$ cat src/source/i2c_pkg.sv
package i2c_pkg;

    localparam int unsigned BYTE_BITS = 8;

    typedef logic [BYTE_BITS-1:0] byte_t;

    // engine operations, op_start doubles as repeated start
    typedef enum logic [1:0] {
        op_start,
        op_stop,
        op_write,
        op_read
    } i2c_op_e;

    typedef struct packed {
        i2c_op_e op;
        byte_t   data;   // byte to send on op_write
        logic    last;   // op_read only, host nacks the byte
    } i2c_cmd_t;

    typedef struct packed {
        byte_t data;     // byte received on op_read
        logic  nack;     // slave acknowledge after op_write, high = nack
    } i2c_rsp_t;

endpackage

$ cat src/source/i2c_byte_engine.sv
`timescale 1ns/1ps

module i2c_byte_engine import i2c_pkg::*; (
    input  logic     clk,
    input  logic     arst_n,
    input  logic     cmd_valid,
    input  i2c_cmd_t cmd,
    output logic     done,
    output i2c_rsp_t rsp,
    output logic     scl,
    output logic     sda_low,
    input  logic     sda_in
);

    typedef enum logic [2:0] {
        s_idle,
        s_start,
        s_stop,
        s_shout,
        s_shin,
        s_ack
    } eng_state_e;

    eng_state_e state;
    logic [1:0] step;       // start/stop sub-step
    logic [2:0] bit_cnt;    // bits left after the current one
    logic       phase;      // high in the scl high half
    byte_t      sh;
    logic       last_q;
    logic       is_rd;

    always_ff @(posedge clk or negedge arst_n) begin
        if (!arst_n) begin
            state   <= s_idle;
            step    <= '0;
            bit_cnt <= '0;
            phase   <= 1'b0;
            scl     <= 1'b1;
            sda_low <= 1'b0;
            done    <= 1'b0;
        end else begin
            done <= 1'b0;
            case (state)
                s_idle: begin
                    if (cmd_valid) begin
                        scl     <= 1'b0;
                        step    <= '0;
                        bit_cnt <= 3'(BYTE_BITS - 1);
                        phase   <= 1'b0;
                        case (cmd.op)
                            op_start: begin
                                sda_low <= 1'b0;    // release while scl low
                                state   <= s_start;
                            end
                            op_stop: begin
                                sda_low <= 1'b1;
                                state   <= s_stop;
                            end
                            op_write: begin
                                sda_low <= ~cmd.data[7];    // msb first
                                state   <= s_shout;
                            end
                            default: begin
                                sda_low <= 1'b0;
                                state   <= s_shin;
                            end
                        endcase
                    end
                end

                s_start: begin
                    step <= step + 2'd1;
                    case (step)
                        2'd0: scl <= 1'b1;
                        2'd1: sda_low <= 1'b1;  // sda falls with scl high
                        default: begin
                            scl   <= 1'b0;
                            done  <= 1'b1;
                            state <= s_idle;
                        end
                    endcase
                end

                s_stop: begin
                    step <= step + 2'd1;
                    case (step)
                        2'd0: scl <= 1'b1;
                        2'd1: sda_low <= 1'b0;  // sda rises with scl high
                        default: begin
                            done  <= 1'b1;
                            state <= s_idle;
                        end
                    endcase
                end

                s_shout, s_shin: begin
                    phase <= ~phase;
                    if (!phase) begin
                        scl <= 1'b1;
                    end else begin
                        scl <= 1'b0;
                        if (bit_cnt == '0) begin
                            // slave drives the ack bit after a write, host after a read
                            sda_low <= (state == s_shin) ? ~last_q : 1'b0;
                            state   <= s_ack;
                        end else begin
                            bit_cnt <= bit_cnt - 3'd1;
                            sda_low <= (state == s_shout) ? ~sh[6] : 1'b0;
                        end
                    end
                end

                s_ack: begin
                    phase <= ~phase;
                    if (!phase) begin
                        scl  <= 1'b1;
                        done <= 1'b1;
                    end else begin
                        scl   <= 1'b0;  // leave scl low for the next command
                        state <= s_idle;
                    end
                end

                default: state <= s_idle;
            endcase
        end
    end

    // shift register and response
    always_ff @(posedge clk) begin
        if (state == s_idle && cmd_valid) begin
            sh     <= cmd.data;
            last_q <= cmd.last;
            is_rd  <= (cmd.op == op_read);
        end else if (state == s_shout && phase && bit_cnt != '0) begin
            sh <= {sh[6:0], 1'b0};
        end else if (state == s_shin && !phase) begin
            sh <= {sh[6:0], sda_in};    // sample at scl rise
        end

        if (state == s_ack && !phase) begin
            rsp.data <= sh;
            rsp.nack <= sda_in & ~is_rd;
        end
    end

endmodule

$ cat config.mk
export PLATFORM = sky130hd
export DESIGN_NAME = i2c_byte_engine
export DESIGN_NICKNAME = d
export VERILOG_FILES = /design/src/source/i2c_pkg.sv /design/src/source/i2c_byte_engine.sv
export SDC_FILE = /design/constraint.sdc
export NUM_CORES = 1
export LEC_CHECK = 0
export BUFFER_PORTS_ARGS = -buffer_cell sky130_fd_sc_hd__buf_4
export CELL_PAD_IN_SITES_DETAIL_PLACEMENT = 0
export CELL_PAD_IN_SITES_GLOBAL_PLACEMENT = 1
export CORE_UTILIZATION = 40
export DETAILED_ROUTE_END_ITERATION = 8
export GPL_ROUTABILITY_DRIVEN = 0
export PLACE_DENSITY_LB_ADDON = 0.1
export SETUP_SLACK_MARGIN = 0.1
export SKIP_CTS_REPAIR_TIMING = 1
export SLEW_MARGIN = 10
export SYNTH_ARGS = -nofsm -noshare
export SYNTH_HDL_FRONTEND = slang
export SYNTH_SLANG_ARGS = --single-unit
$ cat constraint.sdc
create_clock -name clk -period 2.2 [get_ports clk]
set_input_delay 0.11 -clock clk [delete_from_list [all_inputs] [get_ports clk]]
set_output_delay 0.11 -clock clk [all_outputs]
set_load 0.005 [all_outputs]
==> flow_summary.toml <==
[outcome]
status = "completed"

[die]
die_area_um2 = 4560
core_area_um2 = 4060
start_util = 0.424
rows = 23
fp.dieW_um = 67.6
ios = 27
die_height_um = 67.6

[worst_setup_path]
required_ns = 2.23
timing.rr.end = "sh[2]"
rr_worst_depth = 3
worst_r2r_startpoint = "state[2]"
arrival_ns = 1.80
startpoint_type = "flip-flop"
crit_type = "flip-flop to flip-flop"
worstPathMaxFanout = 11
end_kind = "flip-flop"
r2r_setup_slack_ns = 0.43

[synth]
synth_edf_count = 19
yosysSeqAreaShare = 0.507
ys_ff_latch = 31
synth.distinct_cells = 43
synth_fp_nets = 175
avgSynthCellArea_um2 = 11.3
async_reset_ff_frac = 0.387
ys_top_cells_by_area = "edfxtp_1 (33%), dfrtp_1 (16%), mux2_2 (6.6%)"
synth_top_flop_cell = "edfxtp_1"
synth_top_cell_area_share = 0.332
synthesis.area_um2 = 1720
synthCells = 152
yosys_warnings = 0
synth_top_cell_by_area = "edfxtp_1"

[detailed_routing]
drtIter0Drc = 47
post-route-drc-count = 0
viasPerCell = 5.33
vias = 1257
avgRoutedWirePerCell_um = 15.3
firstDrtPassIters = 4
ant_nets = 0
wirelength_mm = 3.62

[hold_path]
min_from = "cmd[0]"
hold_path.class = "primary input to flip-flop"
holdPathEnd = "last_q"
holdPathStages = 1

[sta]
finalSetupTns_ns = 0
finalHoldViolCount = 0
fmax_ghz = 0.566
layout_min_cycle_time_ns = 1.77
period_share = 0.804
finalSetupViolations = 0
drv_slew = 0
skew_ns = 0.00880
worstMarginPinSlew_ns = 0.504
maxSlewHeadroom = 0.664
rsz0062_at_grt = "no"

[finish]
diodes = 0
drive_above_1_share = 0.306
fin_area_um2 = 2100
multi_input_area_um2 = 768
instances_no_fill = 236
area_growth_pct = 22.3
seqCellArea_um2 = 872
nFillCells = 381
finalNetCount = 208

[clocking]
cts.sinks = 31
ctsRootBufferMaster = "clkbuf_8"
clock_path_buffers = 2
clkSlewWorstSetupHoldPaths_ns = 0.07
cts_tree = "yes"
cts_inserted_buffers = 5
clk_latency_ns = 0.29
cts_max_level = 2

[power]
powerDensity_nw_per_um2 = 1330
peakVddDrop_uv = 804
total_leakage_power_uw = 0.000873
finalPower_uw = 2800

[global_route]
grt_pass1_vias = 1231
grt_util_all_layers = 0.181
grt_max_degree = 23
antenna_found_initial = 0
grt_pass1_wl_mm = 5.93
grt_overflow = 0

[placement]
dp_hpwl_mm = 2.63
portBuffers = 26
placed_cell_area_um2 = 1980
dp.cells = 227

[job]
max-cap-violations = 0
==> per-stage QoR <==
step / setup WS [ns] / hold slack (ns) / utilization
detailed placement: 0.427 / -0.0316 / 0.489
global route: 0.310 / 0.00153 / 0.518
global placement: 0.457 / -0.0314 / 0.489
finish: 0.432 / 0.00354 / 0.518
floorplan: 0.348 / -0.186 / -
CTS: 0.389 / -0.344 / 0.516
==> report_power, final <==
part / switching (uW) / internal (uW) / total (uW) / leakage [uW]
sequential: 126 / 868 / 994 / 0.000313
combinational: 659 / 602 / 1260 / 0.000504
clock: 218 / 331 / 550 / 0.0000556
==> worst max path at each step <==
stage	start	end	slack [ns]	depth (start not counted)
detailed placement	state[2]	sh[2]	0.43	3
finish	state[2]	sh[2]	0.43	3
global route	state[2]	sh[2]	0.31	3
global placement	state[2]	sh[2]	0.46	3
CTS	state[2]	sh[2]	0.39	3
floorplan	bit_cnt[0]	sh[0]	0.35	5
==> kinds of logic after synthesis <==
logic type	count (synthesis)	share of synthesized area
and+or+nand+nor	41	0.131
AOI/OAI and AO/OA	43	0.180
muxes	12	0.0771
DFF	31	0.507
buffers and inverters	17	0.0458
adders and majority gates	8	0.0582
==> registers in the layout, summed over array words and instances, names as in the netlist <==
signal and count:
step 2, bit_cnt 3, done 1, is_rd 1, state 3, phase 1, scl 1, last_q 1
sh 8, sda_low 1, rsp 9
==> critical path, stage by stage, from the launching register on <==
cell     delay, ns
dfrtp_1       0.42
nor2b_1       0.21
and2_1        0.48
mux2_2        0.39
==> cell type report <==
cell class              count  area share
clock buffers               5      0.0327
clock inverters             3      0.0185
inverters                   9      0.0161
multi-input cells         104       0.365
flip-flops and latches     31       0.415
well taps                  50      0.0298
repair buffers             34       0.123
==> Yosys cell counts, types with 2 or more instances <==
library cell  instances
a31oi_1               2
o22ai_1               3
a21oi_1               4
o21ai_0              11
nand2_1               7
dfrtp_1              11
o21ai_1               2
nor2_1                8
nor2b_1               8
edfxtp_1             19
a211oi_1              3
inv_1                 9
buf_2                 6
mux2_2               10
a221oi_1              2
mux2i_1               2
a22oi_1               2
o31ai_1               2
ha_1                  8
buf_4                 2
nand3b_1              2
nand2b_1              4
nor3_1                5
==> metal layers <==
layer,routed length (um),vias up,track usage
met2,1750,32,0.314
li1,-,628,-
met5,0,-,0
met4,57,0,0.0718
met3,169,7,0.0456
met1,1630,590,0.210
==> cells in the final DEF (no fill, tap or decap), types with 2 or more instances in the layout <==
cell / Yosys / routed
ha_1: 8 / 8
a221oi_1: 2 / 2
nand2b_1: 4 / 4
o31ai_1: 2 / 2
a31oi_1: 2 / 2
nor3_1: 5 / 5
a22oi_1: 2 / 2
a211oi_1: 3 / 3
mux2_2: 10 / 10
o22ai_1: 3 / 3
mux2i_1: 2 / 2
edfxtp_1: 19 / 19
nand3b_1: 2 / 2
buf_4: 2 / 33
o21ai_0: 11 / 11
nand2_1: 7 / 7
dfrtp_1: 11 / 11
inv_1: 9 / 9
nor2_1: 8 / 8
nor2b_1: 8 / 8
o21ai_1: 2 / 2
clkbuf_8: 0 / 5
a21oi_1: 4 / 4
Power figures use the tool's default switching activity.
