===== config.mk =====
export PLATFORM = sky130hd
export DESIGN_NAME = eeprom_wr
export DESIGN_NICKNAME = d
export VERILOG_FILES = /design/src/source/i2c_pkg.sv /design/src/source/eeprom_pkg.sv /design/src/source/eeprom_wr.sv
export SDC_FILE = /design/constraint.sdc
export NUM_CORES = 1
export LEC_CHECK = 0
export BUFFER_PORTS_ARGS = -buffer_cell sky130_fd_sc_hd__buf_2
export CAP_MARGIN = 40
export CORE_MARGIN = 2
export CORE_UTILIZATION = 52
export CTS_CLUSTER_SIZE = 20
export DETAILED_ROUTE_END_ITERATION = 16
export GPL_ROUTABILITY_DRIVEN = 1
export GPL_TIMING_DRIVEN = 0
export MAX_ROUTING_LAYER = met4
export PLACE_DENSITY = 0.83
export SLEW_MARGIN = 15
export SYNTH_ARGS = -nofsm -noshare
export SYNTH_HDL_FRONTEND = slang
export SYNTH_SLANG_ARGS = --single-unit

===== constraint.sdc =====
create_clock -name clk -period 3.9 [get_ports clk]
set_clock_uncertainty 0.15 [all_clocks]
set_input_delay 0.585 -clock clk [delete_from_list [all_inputs] [get_ports clk]]
set_output_delay 0.585 -clock clk [all_outputs]
set_load 0.005 [all_outputs]

===== src/source/i2c_pkg.sv =====
package i2c_pkg;

    localparam int unsigned BYTE_BITS = 8;

    typedef logic [BYTE_BITS-1:0] byte_t;

    // engine operations, op_start doubles as repeated start
    typedef enum logic [1:0] {
        op_start,
        op_stop,
        op_write,
        op_read
    } i2c_op_e;

    typedef struct packed {
        i2c_op_e op;
        byte_t   data;   // byte to send on op_write
        logic    last;   // op_read only, host nacks the byte
    } i2c_cmd_t;

    typedef struct packed {
        byte_t data;     // byte received on op_read
        logic  nack;     // slave acknowledge after op_write, high = nack
    } i2c_rsp_t;

endpackage


===== src/source/eeprom_pkg.sv =====
package eeprom_pkg;

    // 24C16 style part, 2k x 8
    localparam int unsigned MEM_DEPTH = 2048;
    localparam int unsigned ADDR_BITS = $clog2(MEM_DEPTH);

    // device type code, upper nibble of the control byte
    localparam logic [3:0] DEV_CODE = 4'b1010;

    typedef logic [ADDR_BITS-1:0] eeprom_addr_t;
    typedef logic [7:0]           eeprom_data_t;

endpackage


===== src/source/eeprom_wr.sv =====
`timescale 1ns/1ps

module eeprom_wr import i2c_pkg::*, eeprom_pkg::*; (
    input  logic         clk,
    input  logic         arst_n,
    input  logic         wr,
    input  logic         rd,
    input  eeprom_addr_t addr,
    input  eeprom_data_t wdata,
    output eeprom_data_t rdata,
    output logic         ack,
    output logic         err,
    output logic         cmd_valid,
    output i2c_cmd_t     cmd,
    input  logic         done,
    input  i2c_rsp_t     rsp
);

    // each state names the engine command in flight
    typedef enum logic [3:0] {
        idle,
        write_start,
        ctrl_write,
        addr_write,
        data_write,
        read_start,
        ctrl_read,
        data_read,
        stop,
        ackn
    } main_state_e;

    main_state_e  state;
    main_state_e  state_nxt;
    logic         rd_q;
    eeprom_addr_t addr_q;
    eeprom_data_t wdata_q;
    logic         start_req;
    logic         byte_wr;
    logic         nack_hit;
    byte_t        ctrl_byte;

    assign start_req = (state == idle) && (wr || rd);

    // states whose done carries a slave acknowledge
    assign byte_wr = (state == ctrl_write) || (state == addr_write) ||
                     (state == data_write) || (state == ctrl_read);

    assign nack_hit = done && byte_wr && rsp.nack;

    // device code, block select bits, r/w
    assign ctrl_byte = {DEV_CODE, addr_q[10:8], state == ctrl_read};

    always_comb begin
        state_nxt = state;
        case (state)
            idle: begin
                if (wr || rd) begin
                    state_nxt = write_start;
                end
            end
            write_start: begin
                if (done) begin
                    state_nxt = ctrl_write;
                end
            end
            ctrl_write: begin
                if (done) begin
                    state_nxt = rsp.nack ? stop : addr_write;
                end
            end
            addr_write: begin
                if (done) begin
                    if (rsp.nack) begin
                        state_nxt = stop;
                    end else begin
                        state_nxt = rd_q ? read_start : data_write;
                    end
                end
            end
            read_start: begin
                if (done) begin
                    state_nxt = ctrl_read;
                end
            end
            ctrl_read: begin
                if (done) begin
                    state_nxt = rsp.nack ? stop : data_read;
                end
            end
            data_write, data_read: begin
                if (done) begin
                    state_nxt = stop;
                end
            end
            stop: begin
                if (done) begin
                    state_nxt = ackn;
                end
            end
            default: state_nxt = idle;  // ackn
        endcase
    end

    always_comb begin
        cmd = '{op: op_stop, data: '0, last: 1'b0};
        case (state)
            write_start, read_start: cmd.op = op_start;
            ctrl_write, ctrl_read: begin
                cmd.op   = op_write;
                cmd.data = ctrl_byte;
            end
            addr_write: begin
                cmd.op   = op_write;
                cmd.data = addr_q[7:0];
            end
            data_write: begin
                cmd.op   = op_write;
                cmd.data = wdata_q;
            end
            data_read: begin
                cmd.op   = op_read;
                cmd.last = 1'b1;    // single byte, host nacks
            end
            default: cmd.op = op_stop;
        endcase
    end

    always_ff @(posedge clk or negedge arst_n) begin
        if (!arst_n) begin
            state     <= idle;
            cmd_valid <= 1'b0;
            ack       <= 1'b0;
            err       <= 1'b0;
            rd_q      <= 1'b0;
        end else begin
            state     <= state_nxt;
            // new command on every entry into a bus state
            cmd_valid <= (state_nxt != state) && (state_nxt != ackn) &&
                         (state_nxt != idle);
            ack       <= (state_nxt == ackn);
            if (start_req) begin
                rd_q <= ~wr;    // wr wins
                err  <= 1'b0;
            end else if (nack_hit) begin
                err <= 1'b1;
            end
        end
    end

    always_ff @(posedge clk) begin
        if (start_req) begin
            addr_q  <= addr;
            wdata_q <= wdata;
        end
        if (state == data_read && done) begin
            rdata <= rsp.data;
        end
    end

endmodule


==> flow_summary.toml, run 1 <==
[pwr]
fin_total_pwr_mw = 1.35
clkPwrFrac_pct = 14.0
switchingPower_uw = 472
p_leak_nw = 0.826
swShare_pct = 35.0
p_per_area_nw_per_um2 = 708
pwr-share-comb_pct = 42.2
seqPwrFrac_pct = 43.8
intPower_uw = 878
ir_worst_vdd_v = 0.000533

[synth]
syn_area_per_cell_um2 = 13.7
synth_cell_type_count = 39
synthMuxAreaShare_pct = 0
synth_warnings = 0
synth-seq-cells = 35
syn_area_um2 = 1530
netlist_instances = 112
synth_simple_gate_area_share_pct = 17.4
synth_top_family_by_area = "simple AND/OR/NAND/NOR gates"
synth_nets = 145
synth-xor-area-share_pct = 0
synthAdderAreaFrac_pct = 0
synth_seq_area_share_pct = 66.0
synth_compound_area_share_pct = 13.2

[clocking]
cts.path.max_buffers = 2
post_cts_buffers = 0
cts.sinks = 35
clk-insertion-delay-late_ns = 0.34
clk_pin_slew_ns = 0.11
cts-root-buf = "clkbuf_4"
tritoncts = "built"
ctsResizeCount = 0
numCtsBuffers = 5
htree_levels = 2

[detailed_routing]
wl_per_cell_um = 14.4
drc = 0
via_per_inst = 5.60
first_pass_iters = 4
initialDrtViolationCount = 29
wirelength_mm = 2.95
antenna_left = 0
vias = 1148

[grt]
antenna_found_initial = 0
grt_max_degree = 20
grt_pass1_wl_mm = 4.64
grt.total_usage_pct = 19.3
grt_pass1_vias = 1099
overflow = 0

[sta]
hold_viol = 0
relSlewSlack_pct = 51.8
slew_viol_final = 0
post-route-period-util_pct = 67.2
fmax_mhz = 381
fin_ws_ns = 1.28
worstMarginPinSlew_ns = 0.721
finalCriticalPeriod_ns = 2.62
fin_setup_tns_ns = 0
rsz0062_at_grt = "no"
setup_viol = 0

[critical_path]
reg2reg_depth = 4
slowest_stage = "nor4b_2"
critPathArrivalTime_ns = 1.89
required_ns = 3.16
start_kind = "flip-flop"
crit_chain = "buf_6 -> nor4b_2 -> a221o_1 -> buf_2"
worst-path-max-fanout = 9
cpPeakStageDelay_ns = 0.65
end_kind = "output port"
critPathKind = "reg -> out"

[final_layout]
mostFrequentLayoutCells = "57 x buf_2, 27 x edfxtp_1, 8 x dfrtp_1, 6 x nand2_1"
area_growth_pct = 24.4
seq_area_um2 = 1010
nets = 206
diodes = 0
drive_above_1_share_pct = 43.7
fillers = 218
final_common_cell = "buf_2"
multiInputGateArea_um2 = 469

[place]
place_congestion = 0.901
dpl_worst_slack_ns = 1.65
dp_hpwl_mm = 2.12
port_buffers = 52

[floorplan]
die_area_um2 = 3400
die_height_um = 58.3
core_um2 = 2780
start_util_pct = 55.1
placement_rows = 19
die_w_um = 58.3
io_pins = 55

[min_path]
min_path_cells = 1
hp-class = "in -> reg"

[run]
max-cap-violations = 0

[outcome]
status = "finished clean"
state kept, by name, summed over array words and instances, names as in the netlist:
| name | flops |
|---|---|
| state | 4 |
| wdata_q | 8 |
| err | 1 |
| cmd_valid | 1 |
| addr_q | 11 |
| rdata | 8 |
| rd_q | 1 |
| ack | 1 |
cells by family (layout without fill, tap and decap cells):
| family | count (synthesis) | count (layout) |
|---|---|---|
| DFF | 35 | 35 |
| AOI/OAI and AO/OA | 25 | 25 |
| and+or+nand+nor | 42 | 42 |
| buffers and inverters | 10 | 72 |
power groups by stage:
stage	sequential (mW)	combinational, mW	clock (mW)
CTS	0.590	0.571	0.195
floorplan	0.589	0.390	0
global placement	0.595	0.533	0
global route	0.602	0.629	0.206
finish	0.591	0.570	0.188
detailed placement	0.598	0.567	0
timing repair:
item,in CTS,in global routing
hold buffers,1,0
setup endpoints to repair,0,0
endpoints found under the hold margin,8,0
worst max-delay path, delay by kind of cell, from the launching register on:
| kind | cells | cell delay [ns] |
|---|---|---|
| AO/OA/AOI/OAI | 1 | 0.27 |
| flip-flops | 1 | 0.39 |
| AND/OR/NAND/NOR | 1 | 0.65 |
| buffers and inverters | 2 | 0.25 |
path summary, 6_finish.rpt:
| path | from | end | slack [ns] |
|---|---|---|---|
| worst max-delay path | state[1] | cmd[8] | 1.28 |
| worst min-delay path | wdata[0] | wdata_q[0] | 0.26 |
| worst max register to register | state[1] | wdata_q[5] | 1.93 |
| worst min register to register | rd_q | rd_q | 0.38 |
| max in group asynchronous | arst_n | state[3] | 2.96 |
| min in group asynchronous | arst_n | err | 0.46 |
synth_stat cells:
cell	number	share of area (%)
a21oi_1	5	1.6
a221o_1	2	1.3
a22o_1	2	1.1
a22oi_1	3	1.5
a2bb2oi_1	1	0.57
a311o_1	1	0.65
a31oi_1	1	0.41
and2_1	1	0.41
and3_1	2	0.82
buf_2	5	1.6
buf_6	1	0.74
clkbuf_1	2	0.49
dfrtp_1	8	13
edfxtp_1	27	53
inv_1	2	0.49
nand2_1	6	1.5
nand2b_1	3	1.2
nand3b_1	1	0.49
nand4b_1	1	0.57
nand4bb_1	1	0.74
nor2_1	5	1.2
nor2_2	1	0.41
nor2b_1	3	1.2
nor3_1	4	1.3
nor3b_1	2	0.98
nor4_1	1	0.41
nor4b_2	1	0.98
nor4bb_1	1	0.65
o21a_1	2	0.98
o21ai_0	2	0.65
o22ai_1	2	0.82
o2bb2ai_2	1	0.98
o31ai_1	1	0.49
o32ai_2	2	2.1
or2_2	3	1.2
or2b_1	2	0.98
or2b_4	1	0.74
or3_1	2	0.82
or4_4	1	0.74
cell type report:
type	instances	share of cell area, %
buffer	8	2.30
clock buffer	6	2.17
clock inverter	2	0.657
inverter	2	0.394
multi-input combinational	67	24.6
sequential	35	53.1
tap	31	2.04
timing repair buffer	54	14.8
through the flow:
stage	cell area [um^2]	util [%]	hold slack, ns	std cells
after floorplan	1530	-	0.139	112
after global placement	1830	65.8	0.288	195
after detailed placement	1840	66.2	0.295	196
after CTS	1910	68.5	0.251	205
after global routing	1910	68.5	0.245	205
final	1910	68.5	0.264	205
routing by layer:
layer  GRT usage [%]  up-vias  wire length (um)
li1                -      552                 -
met1            19.6      537              1150
met2            34.0       52              1520
met3            5.36        7               226
met4            8.64        0                55
met5               -        -                 0
Note: power is estimated with default switching activity, not from simulation.
==> inputs of run 2 (changes only) <==
Settings changed: CORE_UTILIZATION 52 to 48, PLACE_DENSITY 0.83 to 0.78.
Clock period 3.9 ns to 2.55 ns, I/O delays scaled along.
==> run 2 against run 1 <==
Against the previous run: die area is 7.7% higher; power is 62% higher; clock-buffer cell count is 1 lower; highest routed layer unchanged; largest power group unchanged; sequential cell count stayed put; sequential power is 54% higher; critical path depth is 1 higher; register-to-register slack worse by 1.3 ns; hold slack worse by 0.21 ns; first-iteration DRC count is 52% lower; via count is 1.9% lower.
==> flow_summary.toml, run 2 (synthesized netlist as in run 1, its figures left out) <==
[outcome]
status = "finished clean"

[final_layout]
largest_reg_flops = 11
final_common_cell = "buf_2"
instances_no_fill = 218
regMostFlops = "addr_q"
mostFrequentLayoutCells = "57 x buf_2, 27 x edfxtp_1, 8 x dfrtp_1, 6 x nand2_1"
final_area_um2 = 1960
diodes = 0
largestRegisters = "addr_q (11), rdata (8), wdata_q (8)"
drive_above_1_share_pct = 44.8
area_growth_pct = 28.2
nets = 206
final_core_util_pct = 64.3

[sta]
fmax_mhz = 433
finalCriticalPeriod_ns = 2.31
setup_viol = 0
fin_setup_tns_ns = 0
worstMarginPinSlew_ns = 0.524
hold_viol = 0
hold_ws_ns = 0.0519
slew_viol_final = 0
relSlewSlack_pct = 64.9
post-route-period-util_pct = 90.5
rsz0062_at_grt = "no"

[grt]
grt_pass1_vias = 1080
grt_max_degree = 20
grt.total_usage_pct = 17.9
overflow = 0
grt_pass1_wl_mm = 4.49
antenna_found_initial = 0

[pwr]
p_leak_nw = 0.847
intPower_mw = 1.45
p_per_area_nw_per_um2 = 1110
switchingPower_uw = 731
swShare_pct = 33.5
ir_worst_vdd_v = 0.000652
seqPwrFrac_pct = 41.8
pwr-share-comb_pct = 39.9
clkPwrFrac_pct = 18.3

[detailed_routing]
wl_per_cell_um = 13.2
via_per_inst = 5.17
first_pass_iters = 4
wirelength_mm = 2.89
drc = 0
vias = 1126
initialDrtViolationCount = 14
antenna_left = 0

[min_path]
hp-class = "in -> reg"

[floorplan]
placement_rows = 20
die_w_um = 60.5
die_height_um = 60.5
start_util_pct = 50.2
die_area_um2 = 3660
core_um2 = 3050
io_pins = 55

[critical_path]
worst_path_most_repeated_cell = "buf_2"
crit_chain = "nor4bb_1 -> buf_2 -> a22oi_1 -> nand2_1 -> buf_2"
slowest_stage = "dfrtp_1"
start_kind = "flip-flop"
required_ns = 2.02
critPathArrivalTime_ns = 1.77
end_kind = "output port"
critPathKind = "reg -> out"
worst-path-max-fanout = 9
cpPeakStageDelay_ns = 0.51

[clocking]
htree_levels = 2
clk_pin_slew_ns = 0.11
cts.sinks = 35
cts-root-buf = "clkbuf_4"
clk-insertion-delay-late_ns = 0.34
cts.path.max_buffers = 2
numCtsBuffers = 5
tritoncts = "built"

[place]
port_buffers = 52
placed_area_um2 = 1860
dp_hpwl_mm = 2.14
dpl.cell_count = 209
place_congestion = 0.861

[run]
max-cap-violations = 0
-- run 2: changes by cell type in the layout (fill, tap and decap cells not counted), sizes merged --
cell      before  now
bufinv         0    1
clkbuf         8    7
clkinv         1    2
clkinvlp       1    0
-- run 2: path summary, 6_finish.rpt --
kind                                from         to  slack [ns]  depth (start not counted)
worst max-delay path            state[0]     cmd[2]        0.24                          5
worst min-delay path             addr[9]  addr_q[9]        0.05                          1
worst max register to register  state[0]  addr_q[7]        0.59                          3
worst min register to register      rd_q       rd_q        0.36                          2
max in group asynchronous         arst_n   state[0]        1.82                          2
min in group asynchronous         arst_n   state[3]        0.25                          2
-- run 2: stage by stage --
step	total power, mW	worst slack (ns)
2_1_floorplan	1.50	0.408
3_3_place_gp	1.73	0.228
3_5_place_dp	1.78	0.464
4_1_cts	2.18	0.0621
5_1_grt	2.32	0.0703
6_report	2.18	0.243
-- run 2: area by class of cell --
class                      instances  area (um^2)
fill                             249         1090
sequential                        35         1010
multi-input combinational         67          483
timing repair buffer              54          282
tap                               44         55.1
clock inverter                     3         43.8
buffer                             8         43.8
clock buffer                       5         37.5
inverter                           2         7.51
-- run 2: power by group through the flow --
stage	Clock (mW)	Sequential, mW	Combinational [mW]
2_1_floorplan	0	0.901	0.596
3_3_place_gp	0	0.910	0.817
3_5_place_dp	0	0.918	0.862
4_1_cts	0.407	0.904	0.868
5_1_grt	0.431	0.930	0.960
6_report	0.399	0.912	0.869
-- run 2: critical path, delay by kind of cell, from the launching register on --
family	cells	cell delay (ns)
AO/OA/AOI/OAI	1	0.11
buffers and inverters	2	0.37
flip-flops	1	0.51
AND/OR/NAND/NOR	2	0.44
-- run 2: timing repair --
action                     in CTS  in global routing
setup endpoints to repair       0                  7
resized for setup               0                  2
hold buffers                    1                  0
setup buffers                   0                  0
hold endpoints to repair        8                  0
-- run 2: layer usage --
layer  track usage, %  routed length (um)  vias to the layer above
li1                 -                   -                      550
met4             8.07                  51                        0
met5                -                   0                        -
met3             7.68                 235                        7
met1             19.0                1190                      524
met2             28.9                1420                       45
==> inputs of run 3 (changes only) <==
Settings changed: CORE_UTILIZATION 48 to 40, PLACE_DENSITY 0.78 to 0.67, REMOVE_ABC_BUFFERS set to 1.
==> run 3 against run 2 <==
Against the previous run: sequential power rose by 11%; critical path depth unchanged; register-to-register slack worse by 0.32 ns; routed wire length decreased by 1.2%; global-route usage is 2.5 points lower; hold slack gained 0.060 ns; die area up 19%; via count fell by 2.2%; clock-buffer cell count unchanged; final cell count decreased by 0.46%; largest power group unchanged.
==> flow_summary.toml, run 3 (synthesized netlist as in run 1, its figures left out) <==
[detailed_routing]
via_per_inst = 5.07
wirelength_mm = 2.85
first_pass_iters = 5
vias = 1101
antenna_left = 0
drc = 0
initialDrtViolationCount = 43
wl_per_cell_um = 13.1

[final_layout]
area_growth_pct = 28.5
largest_reg_flops = 11
mostFrequentLayoutCells = "55 x buf_2, 27 x edfxtp_1, 6 x nand2_1, 6 x dfrtp_1"
diodes = 0
fillers = 311
drive_above_1_share_pct = 46.2
regMostFlops = "addr_q"
final_core_util_pct = 53.8
nets = 201
largestRegisters = "addr_q (11), rdata (8), wdata_q (8)"
final_common_cell = "buf_2"

[sta]
setup_viol = 0
finalCriticalPeriod_ns = 2.39
slew_viol_final = 0
hold_ws_ns = 0.112
rsz0062_at_grt = "no"
worstMarginPinSlew_ns = 0.566
post-route-period-util_pct = 93.8
fmax_mhz = 418
relSlewSlack_pct = 62.3
hold_viol = 0

[pwr]
clkPwrFrac_pct = 18.1
p_leak_nw = 0.825
swShare_pct = 34.1
pwr-share-comb_pct = 35.3
seqPwrFrac_pct = 46.6
p_per_area_nw_per_um2 = 1100
switchingPower_uw = 739
intPower_mw = 1.43
ir_worst_vdd_v = 0.000549

[critical_path]
slowest_stage = "dfrtp_1"
critPathArrivalTime_ns = 1.86
cpPeakStageDelay_ns = 0.58
worstReg2RegStart = "state[3]"
start_kind = "flip-flop"
crit_chain = "nor4bb_4 -> buf_2 -> a22oi_1 -> nand2_1 -> buf_2"
r2r_end = "addr_q[7]"
worst-path-max-fanout = 14
rrSetupSlack_ns = 0.27
critPathKind = "reg -> out"
required_ns = 2.02
worst_path_most_repeated_cell = "buf_2"
startpoint = "state[3]"
end_kind = "output port"
crit_path_end = "cmd[2]"
reg2reg_depth = 3

[floorplan]
die_w_um = 65.9
io_pins = 55
core_um2 = 3660
placement_rows = 22
start_util_pct = 41.8
die_height_um = 65.9
die_area_um2 = 4340

[clocking]
clk_pin_slew_ns = 0.07
cts.path.max_buffers = 2
tritoncts = "built"
htree_levels = 2
cts.sinks = 35
clk-insertion-delay-late_ns = 0.29
numCtsBuffers = 5
post_cts_buffers = 0
cts-root-buf = "clkbuf_8"

[grt]
grt_pass1_vias = 1049
grt.total_usage_pct = 15.4
grt_max_degree = 19
antenna_found_initial = 0
grt_pass1_wl_mm = 4.68
overflow = 0

[place]
port_buffers = 54
place_congestion = 0.815
dp_hpwl_mm = 2.11

[outcome]
status = "finished clean"

[run]
max-cap-violations = 0

[min_path]
hp-class = "in -> reg"
[run 3: layer usage]
metal  track usage, %  vias up  wire [um]
met3             7.50        3        286
met1             16.9      512       1140
met5                -        -          0
li1                 -      536          -
met2             24.0       50       1390
met4             6.25        0         39
[run 3: worst min path at each step]
| stage | startpoint | to | slack [ns] | depth (start not counted) |
|---|---|---|---|---|
| 2_1_floorplan | arst_n | ack | -0.06 | 0 |
| 3_3_place_gp | arst_n | rd_q | 0.08 | 1 |
| 3_5_place_dp | arst_n | rd_q | 0.09 | 1 |
| 4_1_cts | addr[8] | addr_q[8] | 0.1 | 1 |
| 5_1_grt | rsp[8] | rdata[7] | 0.09 | 1 |
| 6_report | wdata[7] | wdata_q[7] | 0.11 | 1 |
[run 3: what timing repair did]
item	CTS	global route
cloned	0	0
endpoints found under the hold margin	8	0
hold buffers	1	0
resized for setup	1	4
setup endpoints to repair	4	7
[run 3: metrics by stage]
| stage | instances | power [mW] | TNS (ns) | setup slack (ns) | instance area, um^2 |
|---|---|---|---|---|---|
| 2_1_floorplan | 104 | 1.45 | 0 | 0.281 | 1490 |
| 6_report | 217 | 2.17 | 0 | 0.158 | 1970 |
| 3_3_place_gp | 206 | 1.69 | -2.07 | -0.326 | 1820 |
| 4_1_cts | 217 | 2.17 | 0 | 0.0175 | 1950 |
| 5_1_grt | 217 | 2.33 | 0 | 0.0265 | 1970 |
| 3_5_place_dp | 208 | 1.75 | 0 | 0.287 | 1840 |
[run 3: layout make-up]
class	count	area, um^2	share of cell area (%)
inverter	2	7.51	0.381
timing repair buffer	57	300	15.3
tap	48	60.1	3.05
clock buffer	5	68.8	3.50
multi-input combinational	67	498	25.3
clock inverter	3	20.0	1.02
sequential	35	1010	51.5
[run 3: power by group through the flow]
stage                     sequential, mW  combinational (mW)  clock [mW]
final                               1.01               0.766       0.393
after global routing                1.03               0.853       0.440
after CTS                          0.993               0.771       0.409
after detailed placement           0.999               0.754           0
after global placement             0.986               0.701           0
after floorplan                    0.953               0.499           0
[run 3: critical path, delay by kind of cell, from the launching register on]
family                 cells  cell delay [ns]
flip-flops                 1             0.58
AND/OR/NAND/NOR            2             0.54
buffers and inverters      2             0.35
AO/OA/AOI/OAI              1             0.10
